===== src/common/dqmConfigPkg.sv =====
`default_nettype none

package dqmConfigPkg;

    localparam int ADDR_BITS = 8;
    localparam int DATA_BITS = 32;

    // register map
    localparam logic [ADDR_BITS-1:0] CTRL_ADDR    = 8'h00;
    localparam logic [ADDR_BITS-1:0] MEAN_ADDR    = 8'h01;
    localparam logic [ADDR_BITS-1:0] BITTIME_ADDR = 8'h02;
    localparam logic [ADDR_BITS-1:0] STATUS_ADDR  = 8'h03;

    // the 64 LUT words sit at 0x40 to 0x7F, selected by the top two address bits
    localparam logic [ADDR_BITS-1:0] LUT_BASE     = 8'h40;
    localparam logic [ADDR_BITS-1:0] LUT_MASK     = 8'hC0;

    typedef struct packed {
        logic [1:0]  reserved1;
        logic [13:0] payloadSize;
        logic [11:0] reserved0;
        logic [3:0]  avgLog2;
    } ctrlView_t;

    typedef struct packed {
        logic [15:0] reserved;
        logic [15:0] dqmValue;
    } lutView_t;

    // one bus word, seen either as the control register or as a LUT entry
    typedef union packed {
        ctrlView_t            ctrl;
        lutView_t             lut;
        logic [DATA_BITS-1:0] word;
    } dqmRegWord_u;

endpackage

`default_nettype wire


===== src/common/dqmFramePkg.sv =====
`default_nettype none

package dqmFramePkg;

    // every frame opens with this word so the receiver can lock on
    localparam logic [15:0] SYNC_WORD = 16'hFAF3;

    // sync word followed by the DQM value
    localparam int HEADER_BITS = 32;

    localparam int DQM_BITS = 16;

    // log index width, which is also the LUT address width
    localparam int LOG_BITS = 6;

    localparam int MAG_BITS = 13;

endpackage

`default_nettype wire


===== src/common/dqmBusIf.sv =====
`default_nettype none

interface dqmBusIf;

    import dqmConfigPkg::*;

    logic                 cs;
    logic                 wr;
    logic [ADDR_BITS-1:0] addr;
    logic [DATA_BITS-1:0] wdata;
    logic [DATA_BITS-1:0] rdata;

    modport master (
        output cs, wr, addr, wdata,
        input  rdata
    );

    // only the register block drives rdata, the LUT hands its word over a side port
    modport slave (
        input  cs, wr, addr, wdata,
        output rdata
    );

endinterface

`default_nettype wire


===== src/common/dqmEstimateIf.sv =====
`default_nettype none

interface dqmEstimateIf #(
    parameter int SUM_BITS = 34
);

    import dqmFramePkg::*;

    logic                req;
    logic                ack;
    logic [SUM_BITS-1:0] mseSum;
    logic [LOG_BITS-1:0] logIndex;

    // four-phase handshake, data is held by the source while req is high
    modport source (
        output req, mseSum, logIndex,
        input  ack
    );

    modport sink (
        input  req, mseSum, logIndex,
        output ack
    );

endinterface

`default_nettype wire


===== src/logic/dqmRegs.sv =====
`default_nettype none

module dqmRegs (
    input  wire logic                               clk,
    input  wire logic                               rstN,
    dqmBusIf.slave                                  bus,
    output logic [3:0]                              avgLog2,
    output logic [13:0]                             payloadSize,
    output logic [dqmFramePkg::MAG_BITS-1:0]        meanMag,
    output logic [15:0]                             clksPerBit,
    input  wire logic [dqmConfigPkg::DATA_BITS-1:0] lutRdata,
    input  wire logic [dqmFramePkg::LOG_BITS-1:0]   logIndex,
    input  wire logic [7:0]                         droppedCount
);

    import dqmConfigPkg::*;

    dqmRegWord_u          wrWord;
    dqmRegWord_u          ctrlWord;
    logic [DATA_BITS-1:0] readWord;

    assign wrWord = dqmRegWord_u'(bus.wdata);

    // ========================================
    // configuration writes
    // ========================================
    always_ff @(posedge clk) begin
        if (!rstN) begin
            avgLog2     <= '0;
            payloadSize <= '0;
            meanMag     <= '0;
            clksPerBit  <= 16'd4;
        end else if (bus.cs && bus.wr) begin
            case (bus.addr)
                CTRL_ADDR: begin
                    avgLog2     <= wrWord.ctrl.avgLog2;
                    payloadSize <= wrWord.ctrl.payloadSize;
                end
                MEAN_ADDR:    meanMag    <= bus.wdata[$bits(meanMag)-1:0];
                BITTIME_ADDR: clksPerBit <= bus.wdata[15:0];
                default:      ;
            endcase
        end
    end

    // ========================================
    // read-back
    // ========================================
    always_comb begin
        ctrlWord                  = '0;
        ctrlWord.ctrl.avgLog2     = avgLog2;
        ctrlWord.ctrl.payloadSize = payloadSize;
        if ((bus.addr & LUT_MASK) == LUT_BASE) begin
            readWord = lutRdata;
        end else begin
            case (bus.addr)
                CTRL_ADDR:    readWord = ctrlWord.word;
                MEAN_ADDR:    readWord = DATA_BITS'(meanMag);
                BITTIME_ADDR: readWord = DATA_BITS'(clksPerBit);
                // dropped count in 15:8, last log index in 5:0
                STATUS_ADDR:  readWord = DATA_BITS'({droppedCount, 2'b00, logIndex});
                default:      readWord = '0;
            endcase
        end
    end

    // rdata holds the last word read until the next read cycle
    always_ff @(posedge clk) begin
        if (!rstN) begin
            bus.rdata <= '0;
        end else if (bus.cs && !bus.wr) begin
            bus.rdata <= readWord;
        end
    end

endmodule

`default_nettype wire


===== src/mseEstimate/mseEstimate.sv =====
`default_nettype none

module mseEstimate #(
    parameter int SUM_BITS = 34
) (
    input  wire logic                             clk,
    input  wire logic                             rstN,
    input  wire logic                             magClkEn,
    input  wire logic [dqmFramePkg::MAG_BITS-1:0] mag,
    input  wire logic [dqmFramePkg::MAG_BITS-1:0] meanMag,
    input  wire logic [3:0]                       avgLog2,
    dqmEstimateIf.source                          est,
    output logic [7:0]                            droppedCount,
    output logic [SUM_BITS-1:0]                   mseSum,
    output logic [dqmFramePkg::LOG_BITS-1:0]      logIndex
);

    import dqmFramePkg::*;

    logic signed [MAG_BITS:0] diff;
    logic [MAG_BITS-1:0]      absDiff;
    logic [2*MAG_BITS-1:0]    square;
    logic [SUM_BITS-1:0]      acc;
    logic [SUM_BITS-1:0]      blockSum;
    logic [SUM_BITS-1:0]      blockMean;
    logic [15:0]              sampleCount;
    logic                     blockLast;
    logic                     doneD1;
    logic                     doneD2;
    logic                     req;
    logic [7:0]               lead;
    logic [SUM_BITS+1:0]      shifted;
    logic [LOG_BITS-1:0]      logNext;

    // ========================================
    // squared error accumulation
    // ========================================
    always_comb begin
        diff    = $signed({1'b0, mag}) - $signed({1'b0, meanMag});
        absDiff = diff[MAG_BITS] ? MAG_BITS'(-diff) : diff[MAG_BITS-1:0];
        square  = absDiff * absDiff;
    end

    assign blockLast = sampleCount == ((16'd1 << avgLog2) - 16'd1);

    always_ff @(posedge clk) begin
        if (!rstN) begin
            acc         <= '0;
            sampleCount <= '0;
            doneD1      <= 1'b0;
            doneD2      <= 1'b0;
        end else begin
            doneD1 <= magClkEn && blockLast;
            doneD2 <= doneD1;
            if (magClkEn) begin
                if (blockLast) begin
                    acc         <= '0;
                    sampleCount <= '0;
                end else begin
                    acc         <= acc + SUM_BITS'(square);
                    sampleCount <= sampleCount + 16'd1;
                end
            end
        end
    end

    // block total, then the mean one cycle later
    always_ff @(posedge clk) begin
        if (magClkEn && blockLast) begin
            blockSum <= acc + SUM_BITS'(square);
        end
        if (doneD1) begin
            blockMean <= blockSum >> avgLog2;
        end
    end

    // ========================================
    // log2 index with two fraction bits
    // ========================================
    always_comb begin
        lead = '0;
        for (int i = 0; i < SUM_BITS; i++) begin
            if (blockMean[i]) begin
                lead = 8'(i);
            end
        end
        // the two bits just below the leading one land in bits 1:0
        shifted = {blockMean, 2'b00} >> lead;
        if (lead > 8'd15) begin
            logNext = '1;
        end else begin
            logNext = {lead[3:0], shifted[1:0]};
        end
    end

    // a result that finds the handshake still open is dropped and counted
    always_ff @(posedge clk) begin
        if (!rstN) begin
            req          <= 1'b0;
            mseSum       <= '0;
            logIndex     <= '0;
            droppedCount <= '0;
        end else begin
            if (req && est.ack) begin
                req <= 1'b0;
            end
            if (doneD2) begin
                if (!req && !est.ack) begin
                    req      <= 1'b1;
                    mseSum   <= blockMean;
                    logIndex <= logNext;
                end else begin
                    droppedCount <= droppedCount + 8'd1;
                end
            end
        end
    end

    assign est.req      = req;
    assign est.mseSum   = mseSum;
    assign est.logIndex = logIndex;

endmodule

`default_nettype wire


===== src/logic/dqmLookupTable.sv =====
`default_nettype none

module dqmLookupTable (
    input  wire logic                          clk,
    input  wire logic                          rstN,
    dqmBusIf.slave                             bus,
    output logic [dqmConfigPkg::DATA_BITS-1:0] lutRdata,
    dqmEstimateIf.sink                         est,
    output logic                               dqmReq,
    input  wire logic                          dqmAck,
    output logic [dqmFramePkg::DQM_BITS-1:0]   dqmValue
);

    import dqmConfigPkg::*;
    import dqmFramePkg::*;

    logic [DQM_BITS-1:0] lutMem [2**LOG_BITS];
    dqmRegWord_u         wrWord;
    dqmRegWord_u         rdWord;
    logic                lutHit;
    logic                ack;
    logic                pending;

    assign lutHit = (bus.addr & LUT_MASK) == LUT_BASE;
    assign wrWord = dqmRegWord_u'(bus.wdata);

    always_ff @(posedge clk) begin
        if (bus.cs && bus.wr && lutHit) begin
            lutMem[bus.addr[LOG_BITS-1:0]] <= wrWord.lut.dqmValue;
        end
        // logIndex is still held by the estimator, its outputs only move on a new req
        if (pending) begin
            dqmValue <= lutMem[est.logIndex];
        end
    end

    always_comb begin
        rdWord              = '0;
        rdWord.lut.dqmValue = lutMem[bus.addr[LOG_BITS-1:0]];
    end

    assign lutRdata = rdWord.word;

    // a new estimate waits until the framer side is idle again
    always_ff @(posedge clk) begin
        if (!rstN) begin
            ack     <= 1'b0;
            pending <= 1'b0;
            dqmReq  <= 1'b0;
        end else begin
            if (est.req && !ack && !pending && !dqmReq && !dqmAck) begin
                ack     <= 1'b1;
                pending <= 1'b1;
            end else if (!est.req) begin
                ack <= 1'b0;
            end
            if (pending) begin
                pending <= 1'b0;
                dqmReq  <= 1'b1;
            end else if (dqmReq && dqmAck) begin
                dqmReq <= 1'b0;
            end
        end
    end

    assign est.ack = ack;

endmodule

`default_nettype wire


===== src/dqmFramer/dqmFramer.sv =====
`default_nettype none

module dqmFramer #(
    parameter int FIFO_DEPTH = 64
) (
    input  wire logic                             clk,
    input  wire logic                             rstN,
    input  wire logic                             bitClkEn,
    input  wire logic                             payloadBit,
    input  wire logic [13:0]                      payloadSize,
    input  wire logic [15:0]                      clksPerBit,
    input  wire logic                             dqmReq,
    output logic                                  dqmAck,
    input  wire logic [dqmFramePkg::DQM_BITS-1:0] dqmValue,
    output logic                                  dqmStartOfFrame,
    output logic                                  dqmBitEn,
    output logic                                  dqmBit
);

    import dqmFramePkg::*;

    localparam int PTR_BITS = $clog2(FIFO_DEPTH);

    logic                   fifoMem [FIFO_DEPTH];
    logic [PTR_BITS:0]      wrPtr;
    logic [PTR_BITS:0]      rdPtr;
    logic                   fifoEmpty;
    logic                   fifoFull;
    logic                   push;
    logic                   pop;
    logic                   active;
    logic [15:0]            bitTimer;
    logic                   tick;
    logic [14:0]            bitCount;
    logic                   inHeader;
    logic                   lastBit;
    logic                   startFrame;
    logic [HEADER_BITS-1:0] header;
    logic                   nextBit;

    // ========================================
    // payload bit FIFO
    // ========================================
    assign fifoEmpty = wrPtr == rdPtr;
    assign fifoFull  = (wrPtr - rdPtr) == (PTR_BITS + 1)'(FIFO_DEPTH);
    assign push      = bitClkEn && !fifoFull;
    assign pop       = tick && !inHeader && !fifoEmpty;

    always_ff @(posedge clk) begin
        if (push) begin
            fifoMem[wrPtr[PTR_BITS-1:0]] <= payloadBit;
        end
    end

    always_ff @(posedge clk) begin
        if (!rstN) begin
            wrPtr <= '0;
            rdPtr <= '0;
        end else begin
            if (push) begin
                wrPtr <= wrPtr + 1'b1;
            end
            if (pop) begin
                rdPtr <= rdPtr + 1'b1;
            end
        end
    end

    // ========================================
    // bit timer and serializer
    // ========================================
    assign tick       = active && (bitTimer == clksPerBit - 16'd1);
    assign inHeader   = bitCount < 15'(HEADER_BITS);
    assign lastBit    = bitCount == 15'(HEADER_BITS) + 15'(payloadSize) - 15'd1;
    // a waiting value may start right on the last bit of the running frame
    assign startFrame = dqmReq && !dqmAck && (!active || (tick && lastBit));
    assign nextBit    = inHeader ? header[HEADER_BITS-1]
                                 : (!fifoEmpty && fifoMem[rdPtr[PTR_BITS-1:0]]);

    always_ff @(posedge clk) begin
        if (startFrame) begin
            header <= {SYNC_WORD, dqmValue};
        end else if (tick) begin
            header <= header << 1;
        end
    end

    always_ff @(posedge clk) begin
        if (!rstN) begin
            active          <= 1'b0;
            bitTimer        <= '0;
            bitCount        <= '0;
            dqmAck          <= 1'b0;
            dqmStartOfFrame <= 1'b0;
            dqmBitEn        <= 1'b0;
            dqmBit          <= 1'b0;
        end else begin
            dqmStartOfFrame <= startFrame;
            dqmBitEn        <= tick;
            if (tick) begin
                dqmBit <= nextBit;
            end
            if (startFrame) begin
                dqmAck <= 1'b1;
            end else if (!dqmReq) begin
                dqmAck <= 1'b0;
            end
            if (startFrame) begin
                active   <= 1'b1;
                bitTimer <= '0;
                bitCount <= '0;
            end else if (tick) begin
                bitTimer <= '0;
                if (lastBit) begin
                    active <= 1'b0;
                end else begin
                    bitCount <= bitCount + 15'd1;
                end
            end else if (active) begin
                bitTimer <= bitTimer + 16'd1;
            end
        end
    end

endmodule

`default_nettype wire


===== src/logic/dqm.sv =====
`default_nettype none

module dqm #(
    parameter int SUM_BITS   = 34,
    parameter int FIFO_DEPTH = 64
) (
    input  wire logic                               clk,
    input  wire logic                               rstN,
    input  wire logic                               cs,
    input  wire logic                               wr,
    input  wire logic [dqmConfigPkg::ADDR_BITS-1:0] addr,
    input  wire logic [dqmConfigPkg::DATA_BITS-1:0] wdata,
    output logic [dqmConfigPkg::DATA_BITS-1:0]      rdata,
    input  wire logic                               magClkEn,
    input  wire logic [dqmFramePkg::MAG_BITS-1:0]   mag,
    input  wire logic                               bitClkEn,
    input  wire logic                               payloadBit,
    output logic                                    dqmStartOfFrame,
    output logic                                    dqmBitEn,
    output logic                                    dqmBit,
    output logic [SUM_BITS-1:0]                     mseSum,
    output logic [dqmFramePkg::LOG_BITS-1:0]        log10Mse
);

    import dqmConfigPkg::*;
    import dqmFramePkg::*;

    logic [3:0]           avgLog2;
    logic [13:0]          payloadSize;
    logic [MAG_BITS-1:0]  meanMag;
    logic [15:0]          clksPerBit;
    logic [DATA_BITS-1:0] lutRdata;
    logic [7:0]           droppedCount;
    logic                 dqmReq;
    logic                 dqmAck;
    logic [DQM_BITS-1:0]  dqmValue;

    dqmBusIf busIf ();
    dqmEstimateIf #(.SUM_BITS(SUM_BITS)) estIf ();

    assign busIf.cs    = cs;
    assign busIf.wr    = wr;
    assign busIf.addr  = addr;
    assign busIf.wdata = wdata;
    assign rdata       = busIf.rdata;

    // ========================================
    // input side
    // ========================================
    dqmRegs dqmr (
        .clk(clk),
        .rstN(rstN),
        .bus(busIf),
        .avgLog2(avgLog2),
        .payloadSize(payloadSize),
        .meanMag(meanMag),
        .clksPerBit(clksPerBit),
        .lutRdata(lutRdata),
        .logIndex(log10Mse),
        .droppedCount(droppedCount)
    );

    mseEstimate #(.SUM_BITS(SUM_BITS)) dqmm (
        .clk(clk),
        .rstN(rstN),
        .magClkEn(magClkEn),
        .mag(mag),
        .meanMag(meanMag),
        .avgLog2(avgLog2),
        .est(estIf),
        .droppedCount(droppedCount),
        .mseSum(mseSum),
        .logIndex(log10Mse)
    );

    // ========================================
    // lookup and framing
    // ========================================
    dqmLookupTable dqml (
        .clk(clk),
        .rstN(rstN),
        .bus(busIf),
        .lutRdata(lutRdata),
        .est(estIf),
        .dqmReq(dqmReq),
        .dqmAck(dqmAck),
        .dqmValue(dqmValue)
    );

    dqmFramer #(.FIFO_DEPTH(FIFO_DEPTH)) dqmf (
        .clk(clk),
        .rstN(rstN),
        .bitClkEn(bitClkEn),
        .payloadBit(payloadBit),
        .payloadSize(payloadSize),
        .clksPerBit(clksPerBit),
        .dqmReq(dqmReq),
        .dqmAck(dqmAck),
        .dqmValue(dqmValue),
        .dqmStartOfFrame(dqmStartOfFrame),
        .dqmBitEn(dqmBitEn),
        .dqmBit(dqmBit)
    );

endmodule

`default_nettype wire


===== config.mk =====
export PLATFORM = sky130hd
export DESIGN_NAME = dqm
export DESIGN_NICKNAME = d
export VERILOG_FILES = /design/src/common/dqmConfigPkg.sv /design/src/common/dqmFramePkg.sv /design/src/common/dqmBusIf.sv /design/src/common/dqmEstimateIf.sv /design/src/logic/dqmRegs.sv /design/src/mseEstimate/mseEstimate.sv /design/src/logic/dqmLookupTable.sv /design/src/dqmFramer/dqmFramer.sv /design/src/logic/dqm.sv
export SDC_FILE = /design/constraint.sdc
export NUM_CORES = 2
export LEC_CHECK = 0
export BUFFER_PORTS_ARGS = -buffer_cell sky130_fd_sc_hd__buf_2
export CORE_AREA = 2 2 340 426
export CTS_BUF_LIST = sky130_fd_sc_hd__clkbuf_4 sky130_fd_sc_hd__clkbuf_8
export CTS_CLUSTER_SIZE = 20
export DETAILED_ROUTE_END_ITERATION = 8
export DIE_AREA = 0 0 342 428
export PLACE_DENSITY = 0.68
export SKIP_LAST_GASP = 1
export SLEW_MARGIN = 30
export SYNTH_ARGS = -nofsm -noshare
export SYNTH_HDL_FRONTEND = slang
export SYNTH_SLANG_ARGS = --single-unit

===== constraint.sdc =====
create_clock -name clk -period 10.45 [get_ports clk]
set_input_delay 2.09 -clock clk [delete_from_list [all_inputs] [get_ports clk]]
set_output_delay 2.09 -clock clk [all_outputs]
set_load 0.01 [all_outputs]

; After elaboration in Yosys (flattened, before gate mapping)
; Memory sizes are Yosys's and may differ from the RTL's. A register that Yosys moved wholly into a read port is not among the register bits.
; Index checks and enable logic that the tools add are counted.
[totals]
register_bits = 333
ramBits = 1088
in_bits = 60
output_inout_bits = 75
elab_cells = 170
n_memories = 2
[classes]
add_sub_neg = 14
mul = 1
order_cmp = 2
n_eq_ne = 11
shift = 3
mux = 61
bitwise = 3
reduce_logical = 44
[memory_table]
columns = name, words, width, read_ports, rd_clocked_by_memory_dff, wr, line_no
row1 = dqml.lutMem, 64, 16, 2, 1, 1, dqmLookupTable.sv:17  ; logic [DQM_BITS-1:0] lutMem [2**LOG_BITS];
row2 = dqmf.fifoMem, 64, 1, 1, 1, 1, dqmFramer.sv:24  ; logic fifoMem [FIFO_DEPTH];
[ops]
columns = cell, n
row1 = 30-bit case mux with 4 select lines, 1
row2 = 5-bit two-way mux, 16
row3 = 16-bit two-way mux, 3
row4 = 36-bit by 6-bit right shift with 2-bit output, 1
row5 = 34-bit by 26-bit adder with 34-bit output, 1
row6 = 34-bit two-way mux, 1
row7 = 34-bit by 4-bit right shift with 34-bit output, 1
row8 = 16-bit by 1-bit adder with 16-bit output (second input constant), 2
row9 = 16-bit == test, 2
row10 = 32-bit two-way mux, 1
row11 = 4-bit two-way mux, 8
row12 = 16-bit by 1-bit subtractor with 16-bit output (second input constant), 2
row13 = 6-bit two-way mux, 5
row14 = 13-bit by 13-bit multiplier with 26-bit output, 1
row15 = 1-bit logical AND, 19
row16 = 1-bit two-way mux, 19
row17 = 8-bit by 2-bit == test with 1-bit output (second input constant), 2
row18 = 1-bit by 4-bit << shifter with 16-bit output (first input constant), 1
row19 = 15-bit by 1-bit adder with 15-bit output (second input constant), 1
row20 = 6-bit by 14-bit adder with 15-bit output (first input constant), 1
row21 = 15-bit == test, 1
row22 = 15-bit by 6-bit < comparator with 1-bit output (second input constant), 1
row23 = 15-bit by 1-bit subtractor with 15-bit output (second input constant), 1
row24 = 7-bit by 1-bit adder with 7-bit output (second input constant), 2
row25 = other kinds (21), 46

; Logic depth before layout (Yosys ltp)
[logic_depth]
ltp_word = 35
mapped_depth = 36
mapped_depth_nobuf = 36

; Least setup slack after synthesis
; OpenSTA, ideal clock, no wires.
[synth_path]
kind = input to register
from = input port mag[7] (netlist bit)
to = register dqmm.acc[33]
setup_time_ns = 0.074
t_arrival_ns = 10.156
t_required_ns = 10.376
path_slack_ns = 0.220
path_stages = 32
n_path_buf = 1
path_cell_list = ha_1 -> clkbuf_1 -> a21o_1 -> o21ai_0 -> a31oi_1 -> o41ai_1 -> o21ai_1 -> inv_1 -> nand2_1 -> xnor2_1 -> clkinv_1 -> nor2_1 -> inv_1 -> fa_1 -> inv_1 -> fa_1 -> fa_1 -> inv_1 -> fa_1 -> fa_1 -> inv_1 -> fa_1 -> ha_1 -> o21ai_0 -> o31ai_1 -> a31o_2 -> a2111oi_0 -> o41ai_1 -> a21oi_1 -> nand4b_1 -> or3_1 -> a31oi_1
[synth_via]
elab_chain_len = 6
[synth_rtl]
columns = item, line_no
row1 = start: declaration, dqm.sv:15  ; input wire logic [dqmFramePkg::MAG_BITS-1:0] mag,
row2 = 13-bit by 13-bit subtractor with 14-bit output *, mseEstimate.sv:39  ; diff = $signed({1'b0, mag}) - $signed({1'b0, meanMag});
row3 = 13-bit negation, mseEstimate.sv:40  ; absDiff = diff[MAG_BITS] ? MAG_BITS'(-diff) : diff[MAG_BITS-1:0];
row4 = 13-bit two-way mux *, mseEstimate.sv:40
row5 = 13-bit by 13-bit multiplier with 26-bit output *, mseEstimate.sv:41  ; square = absDiff * absDiff;
row6 = 34-bit by 26-bit adder with 34-bit output *, mseEstimate.sv:60  ; acc <= acc + SUM_BITS'(square);
row7 = 34-bit two-way mux *, mseEstimate.sv:56  ; if (blockLast) begin
row8 = end signal: assignment, mseEstimate.sv:60
row9 = end: declaration, mseEstimate.sv:23  ; logic [SUM_BITS-1:0] acc;
; Every way passes the cells marked *; elsewhere a longest branch is shown, timed or not.
; A chain may end at the register's enable or synchronous reset.

; Worst setup path in the final report
; Ends and elaborated chain as after synthesis.

==> tab_implementation.tex <==
\begin{tabular}{lr}
\hline
Metric & Value \\
\hline
\multicolumn{2}{l}{\textbf{Routing}} \\
\quad Number of vias per cell after detailed routing & roughly 6.5 \\
\quad Via Count & 48.3k \\
\quad Total length of routed wires & between 200 and 250 mm \\
\quad Routed len/inst & around 28 um \\
\quad Drc violations & 0 \\
\quad Met2 wire length & just under 100 mm \\
\quad Met3 wire length & around 25 mm \\
\quad Detailed Routing Iterations Pass 1 & 6 \\
\quad DRT iter0 DRCs & 6123 \\
\quad Post-Route M1 WL & 73.7 mm \\
\quad Uppermost layer routed & met5 \\
\quad Number of nets with antenna violations after routing & 0 \\
\multicolumn{2}{l}{\textbf{Worst setup path}} \\
\quad Setup crit end kind & register \\
\quad CP max stage delay & 0.54 ns \\
\quad Category of the critical setup timing path & in2reg \\
\quad R2R Path Start & dqmr.meanMag[7]\$\_SDFFE\_PN0P\_ \\
\quad Slowest-stage cell, CP & fa\_1 \\
\quad Worst reg2reg endpoint & dqmm.acc[33]\$\_SDFFE\_PN0P\_ \\
\quad Timing startpoint of the critical path & mag[7] \\
\quad Capture point of the worst path & dqmm.acc[33]\$\_SDFFE\_PN0P\_ \\
\quad Number of cells traversed by the worst register-to-register path & 35 \\
\quad Setup crit start kind & input port \\
\quad Setup slack of the most critical reg-to-reg path & $\sim$1.3 ns \\
\quad Crit path required time & roughly 11 ns \\
\quad Max Fanout on Critical Path & 9 \\
\quad Arr. time, crit path & roughly 11 ns \\
\multicolumn{2}{l}{\textbf{Logic synthesis}} \\
\quad Distinct cell type count after synthesis & 82 \\
\quad Share of synthesized flip-flops with an asynchronous set or reset & 0 \\
\quad Synth Flop Type & edfxtp\_1 \\
\quad Number of register bits inferred by synthesis & around 1.4k \\
\quad Fraction of the yosys area taken by sequential cells & 0.577 \\
\quad Post-Syn Instances & around 5.2k \\
\quad Mean instance size in the synthesized netlist & $\sim$14 um\^{}2 \\
\quad Count of warnings emitted by yosys & 0 \\
\quad Post-synth EDFFs & 1188 \\
\quad Syn Std Cell Area & 70600 um\^{}2 \\
\multicolumn{2}{l}{\textbf{Timing}} \\
\quad Accumulated negative setup slack & 0 ns \\
\quad Worst Max-Slew Pin Slew & 1.14 ns \\
\quad Final slew viol count & 0 \\
\quad Worst slew margin relative to its limit & 0.231 \\
\quad Final period demand of the worst path & 9.74 ns \\
\quad Final Setup Violations & 0 \\
\quad Achievable Freq & around 100 MHz \\
\quad Final-report hold violation count & 0 \\
\quad Unrepaired setup endpoints after global routing & no \\
\quad Skew final & just under 0.07 ns \\
\quad Final Cycle Share & 0.932 \\
\multicolumn{2}{l}{\textbf{CTS}} \\
\quad Total of hold buffers inserted after clock tree synthesis & 0 \\
\quad Setup repair bufs after CTS & 0 \\
\quad Reg clk slew, reported paths & around 0.060 ns \\
\quad Clock Sink Count & between 1k and 1.5k \\
\quad Number of resized instances in the post-cts repair step & 0 \\
\quad Inserted Clock Buffers & 214 \\
\quad Clock root buffer master & clkbuf\_8 \\
\quad CTS tree & done \\
\quad Worst skew pair latency & approximately 0.98 ns \\
\quad CTS Buffer Depth & 3 \\
\quad Level count of the clock H-tree & 4 \\
\multicolumn{2}{l}{\textbf{Pwr}} \\
\quad Internal cell power & between 10000 and 15000 uW \\
\quad Logic gate share of total power & 0.402 \\
\quad Leakage power & around 0.026 uW \\
\quad Relative contribution of sequential cells to total power & 0.355 \\
\quad Cell Pwr Density & between 200 and 250 nW/um\^{}2 \\
\quad Max VDD drop & a little under 900 uV \\
\quad Clock share of power & 0.243 \\
\quad Switching component of the power & 6760 uW \\
\quad Switching part of the total & 0.354 \\
\multicolumn{2}{l}{\textbf{Placed design}} \\
\quad Sum of net half-perimeters after detailed placement & between 100 and 150 mm \\
\quad Port bufs & 130 \\
\quad Placed Instance Area & 74100 um\^{}2 \\
\quad Routability cong. & 0.960 \\
\multicolumn{2}{l}{\textbf{Floorplan}} \\
\quad Initial standard-cell utilization of the core & 0.496 \\
\quad Die Wd & 342 um \\
\quad Core box area & between 100000 and 150000 um\^{}2 \\
\quad Number of I/O pins & 135 \\
\quad Number of standard-cell rows in the floorplan & approximately 160 \\
\quad Total die area & between 100000 and 150000 um\^{}2 \\
\quad Overall die height & $\sim$430 um \\
\multicolumn{2}{l}{\textbf{Final layout}} \\
\quad Area added between synthesis and finish & 11.1\% \\
\quad Layout cell share with drive strength beyond 1 & 0.213 \\
\quad Post-Layout Inst Area & around 78000 um\^{}2 \\
\quad Fill count & about 12k \\
\quad Final net count & between 5k and 6k \\
\multicolumn{2}{l}{\textbf{Flow run}} \\
\quad Max Cap Viol & 0 \\
\multicolumn{2}{l}{\textbf{Global route}} \\
\quad All-layer global routing usage & 0.285 \\
\quad Overflow left after global routing & 0 \\
\quad Vias in the first global route & about 48k \\
\quad First-pass GRT wire length & $\sim$310 mm \\
\quad Pin count of the biggest net entering global routing & roughly 110 \\
\quad Number of antenna violations at the first check in global routing & 24 \\
\multicolumn{2}{l}{\textbf{Status}} \\
\quad Run status & finished, final reports clean \\
\multicolumn{2}{l}{\textbf{Worst hold path}} \\
\quad Class of the most critical hold timing path & reg2reg \\
\hline
\end{tabular}
how the worst min path moves through the flow:
stage	startpoint	to	slack (ns)	depth (start not counted)
finish	dqmr.bus.rdata[27]$_SDFFE_PN0P_	dqmr.bus.rdata[27]$_SDFFE_PN0P_	0.45	2
global placement	dqmr.bus.rdata[25]$_SDFFE_PN0P_	dqmr.bus.rdata[25]$_SDFFE_PN0P_	0.44	2
detailed placement	dqmr.bus.rdata[27]$_SDFFE_PN0P_	dqmr.bus.rdata[27]$_SDFFE_PN0P_	0.44	2
global route	dqmr.bus.rdata[26]$_SDFFE_PN0P_	dqmr.bus.rdata[26]$_SDFFE_PN0P_	0.46	2
floorplan	dqmf.header[15]$_DFFE_PP_	dqmf.header[16]$_SDFFE_PP1P_	0.44	2
CTS	dqmr.bus.rdata[27]$_SDFFE_PN0P_	dqmr.bus.rdata[27]$_SDFFE_PN0P_	0.45	2
stage by stage:
| step | power, uW | std cells | hold slack [ns] | setup slack (ns) | util |
|---|---|---|---|---|---|
| 6_report | 19100 | 7419 | 0.450 | 0.710 | 0.551 |
| 5_1_grt | 20400 | 7415 | 0.465 | 0.277 | 0.551 |
| 3_5_place_dp | 14600 | 7022 | 0.440 | -0.491 | 0.521 |
| 2_1_floorplan | 12400 | 5163 | 0.436 | 0.220 | - |
| 3_3_place_gp | 14500 | 7022 | 0.436 | -0.395 | 0.521 |
| 4_1_cts | 19200 | 7412 | 0.449 | 0.480 | 0.551 |
power groups by stage:
stage               clock, uW  combinational (uW)  sequential (uW)
floorplan                   0                5580             6850
global placement            0                7610             6890
detailed placement          0                7660             6890
CTS                      4690                7700             6770
global route             4920                8690             6780
finish                   4650                7670             6770
routing by layer:
layer,vias to the layer above,track usage
met5,-,0
met4,28,0.167
met3,682,0.0754
met2,3006,0.446
met1,24100,0.358
li1,20500,-
layout by cell type, fill, tap and decap left out, types with 15 or more instances in the layout:
cell type  count
xor2_1        85
a22oi_1      343
a22o_1       101
a221oi_1      99
and3_1        35
mux4_2       375
ha_1         107
nor4_1        22
mux2_4        15
clkinv_2      34
nand3_1       86
nor2_1       289
clkinv_1      56
nor3_1        35
nor2b_1       23
nand2_1      382
a31oi_1      114
o21ai_0       71
nand2b_1      29
nor2_2        66
buf_4        187
mux2i_1       75
fa_1         116
buf_2        129
a21oi_1      253
inv_1        260
nand4_1       70
clkbuf_8     220
edfxtp_1    1188
clkbuf_4      61
a21o_1        25
dfxtp_1      245
xnor2_1       71
cells in the mapped netlist, drive strengths merged, types with 75 or more instances:
cell | number | share of area
mux2i | 75 | 0.011
buf | 103 | 0.0060
edfxtp | 1188 | 0.51
dfxtp | 253 | 0.072
a31oi | 114 | 0.010
nand2 | 384 | 0.020
a21oi | 253 | 0.018
a22oi | 343 | 0.036
ha | 107 | 0.019
clkbuf | 247 | 0.013
a221oi | 99 | 0.012
inv | 262 | 0.014
nor2 | 357 | 0.019
mux4 | 375 | 0.12
xor2 | 85 | 0.011
nand3 | 87 | 0.0062
fa | 116 | 0.033
a22o | 101 | 0.013
cell type report:
type                    count  area, um^2  area share
well taps                1884        2360      0.0300
flip-flops and latches   1441       40800       0.519
diodes                      7        17.5    0.000223
multi-input cells        3106       27800       0.355
clock buffers             281        3490      0.0444
clock inverters           109         812      0.0103
repair buffers            325        2210      0.0282
inverters                 266        1000      0.0128
cell families after synthesis:
| logic type | count (synthesis) | share of synthesized area |
|---|---|---|
| AOI/OAI and AO/OA | 1111 | 0.109 |
| xor gates and xnor gates | 157 | 0.0195 |
| adders and majority gates | 223 | 0.0518 |
| buffers and inverters | 616 | 0.0333 |
| DFF | 1441 | 0.577 |
| muxes | 474 | 0.135 |
| other | 1 | 0.0000531 |
| and+or+nand+nor | 1138 | 0.0747 |
worst max-delay path: cells and delay by family:
| family | cells | cell delay (ns) |
|---|---|---|
| AO/OA/AOI/OAI | 14 | 2.67 |
| XOR/XNOR | 1 | 0.46 |
| adder cells (fa/ha/maj) | 8 | 3.35 |
| AND/OR/NAND/NOR | 3 | 0.79 |
| buffers and inverters | 9 | 1.24 |
registers in the layout (all words and copies together), names as in the netlist, 4 cells and up, named ones only:
signal             flops
dqmm.blockMean        34
dqmf.rdPtr             7
dqmm.est.mseSum       34
dqmf.bitTimer         16
dqmf.header           32
dqmr.avgLog2           4
dqmm.est.logIndex      6
dqmf.wrPtr             7
dqml.dqmValue         16
dqml.lutMem         1024
dqmm.acc              34
dqmm.sampleCount      16
dqmr.meanMag          13
dqmr.payloadSize      14
dqmf.fifoMem          64
dqmm.blockSum         34
dqmf.bitCount         15
dqmr.bus.rdata        30
dqmr.clksPerBit       16
dqmm.droppedCount      8
(Power assumes the default switching activity.)
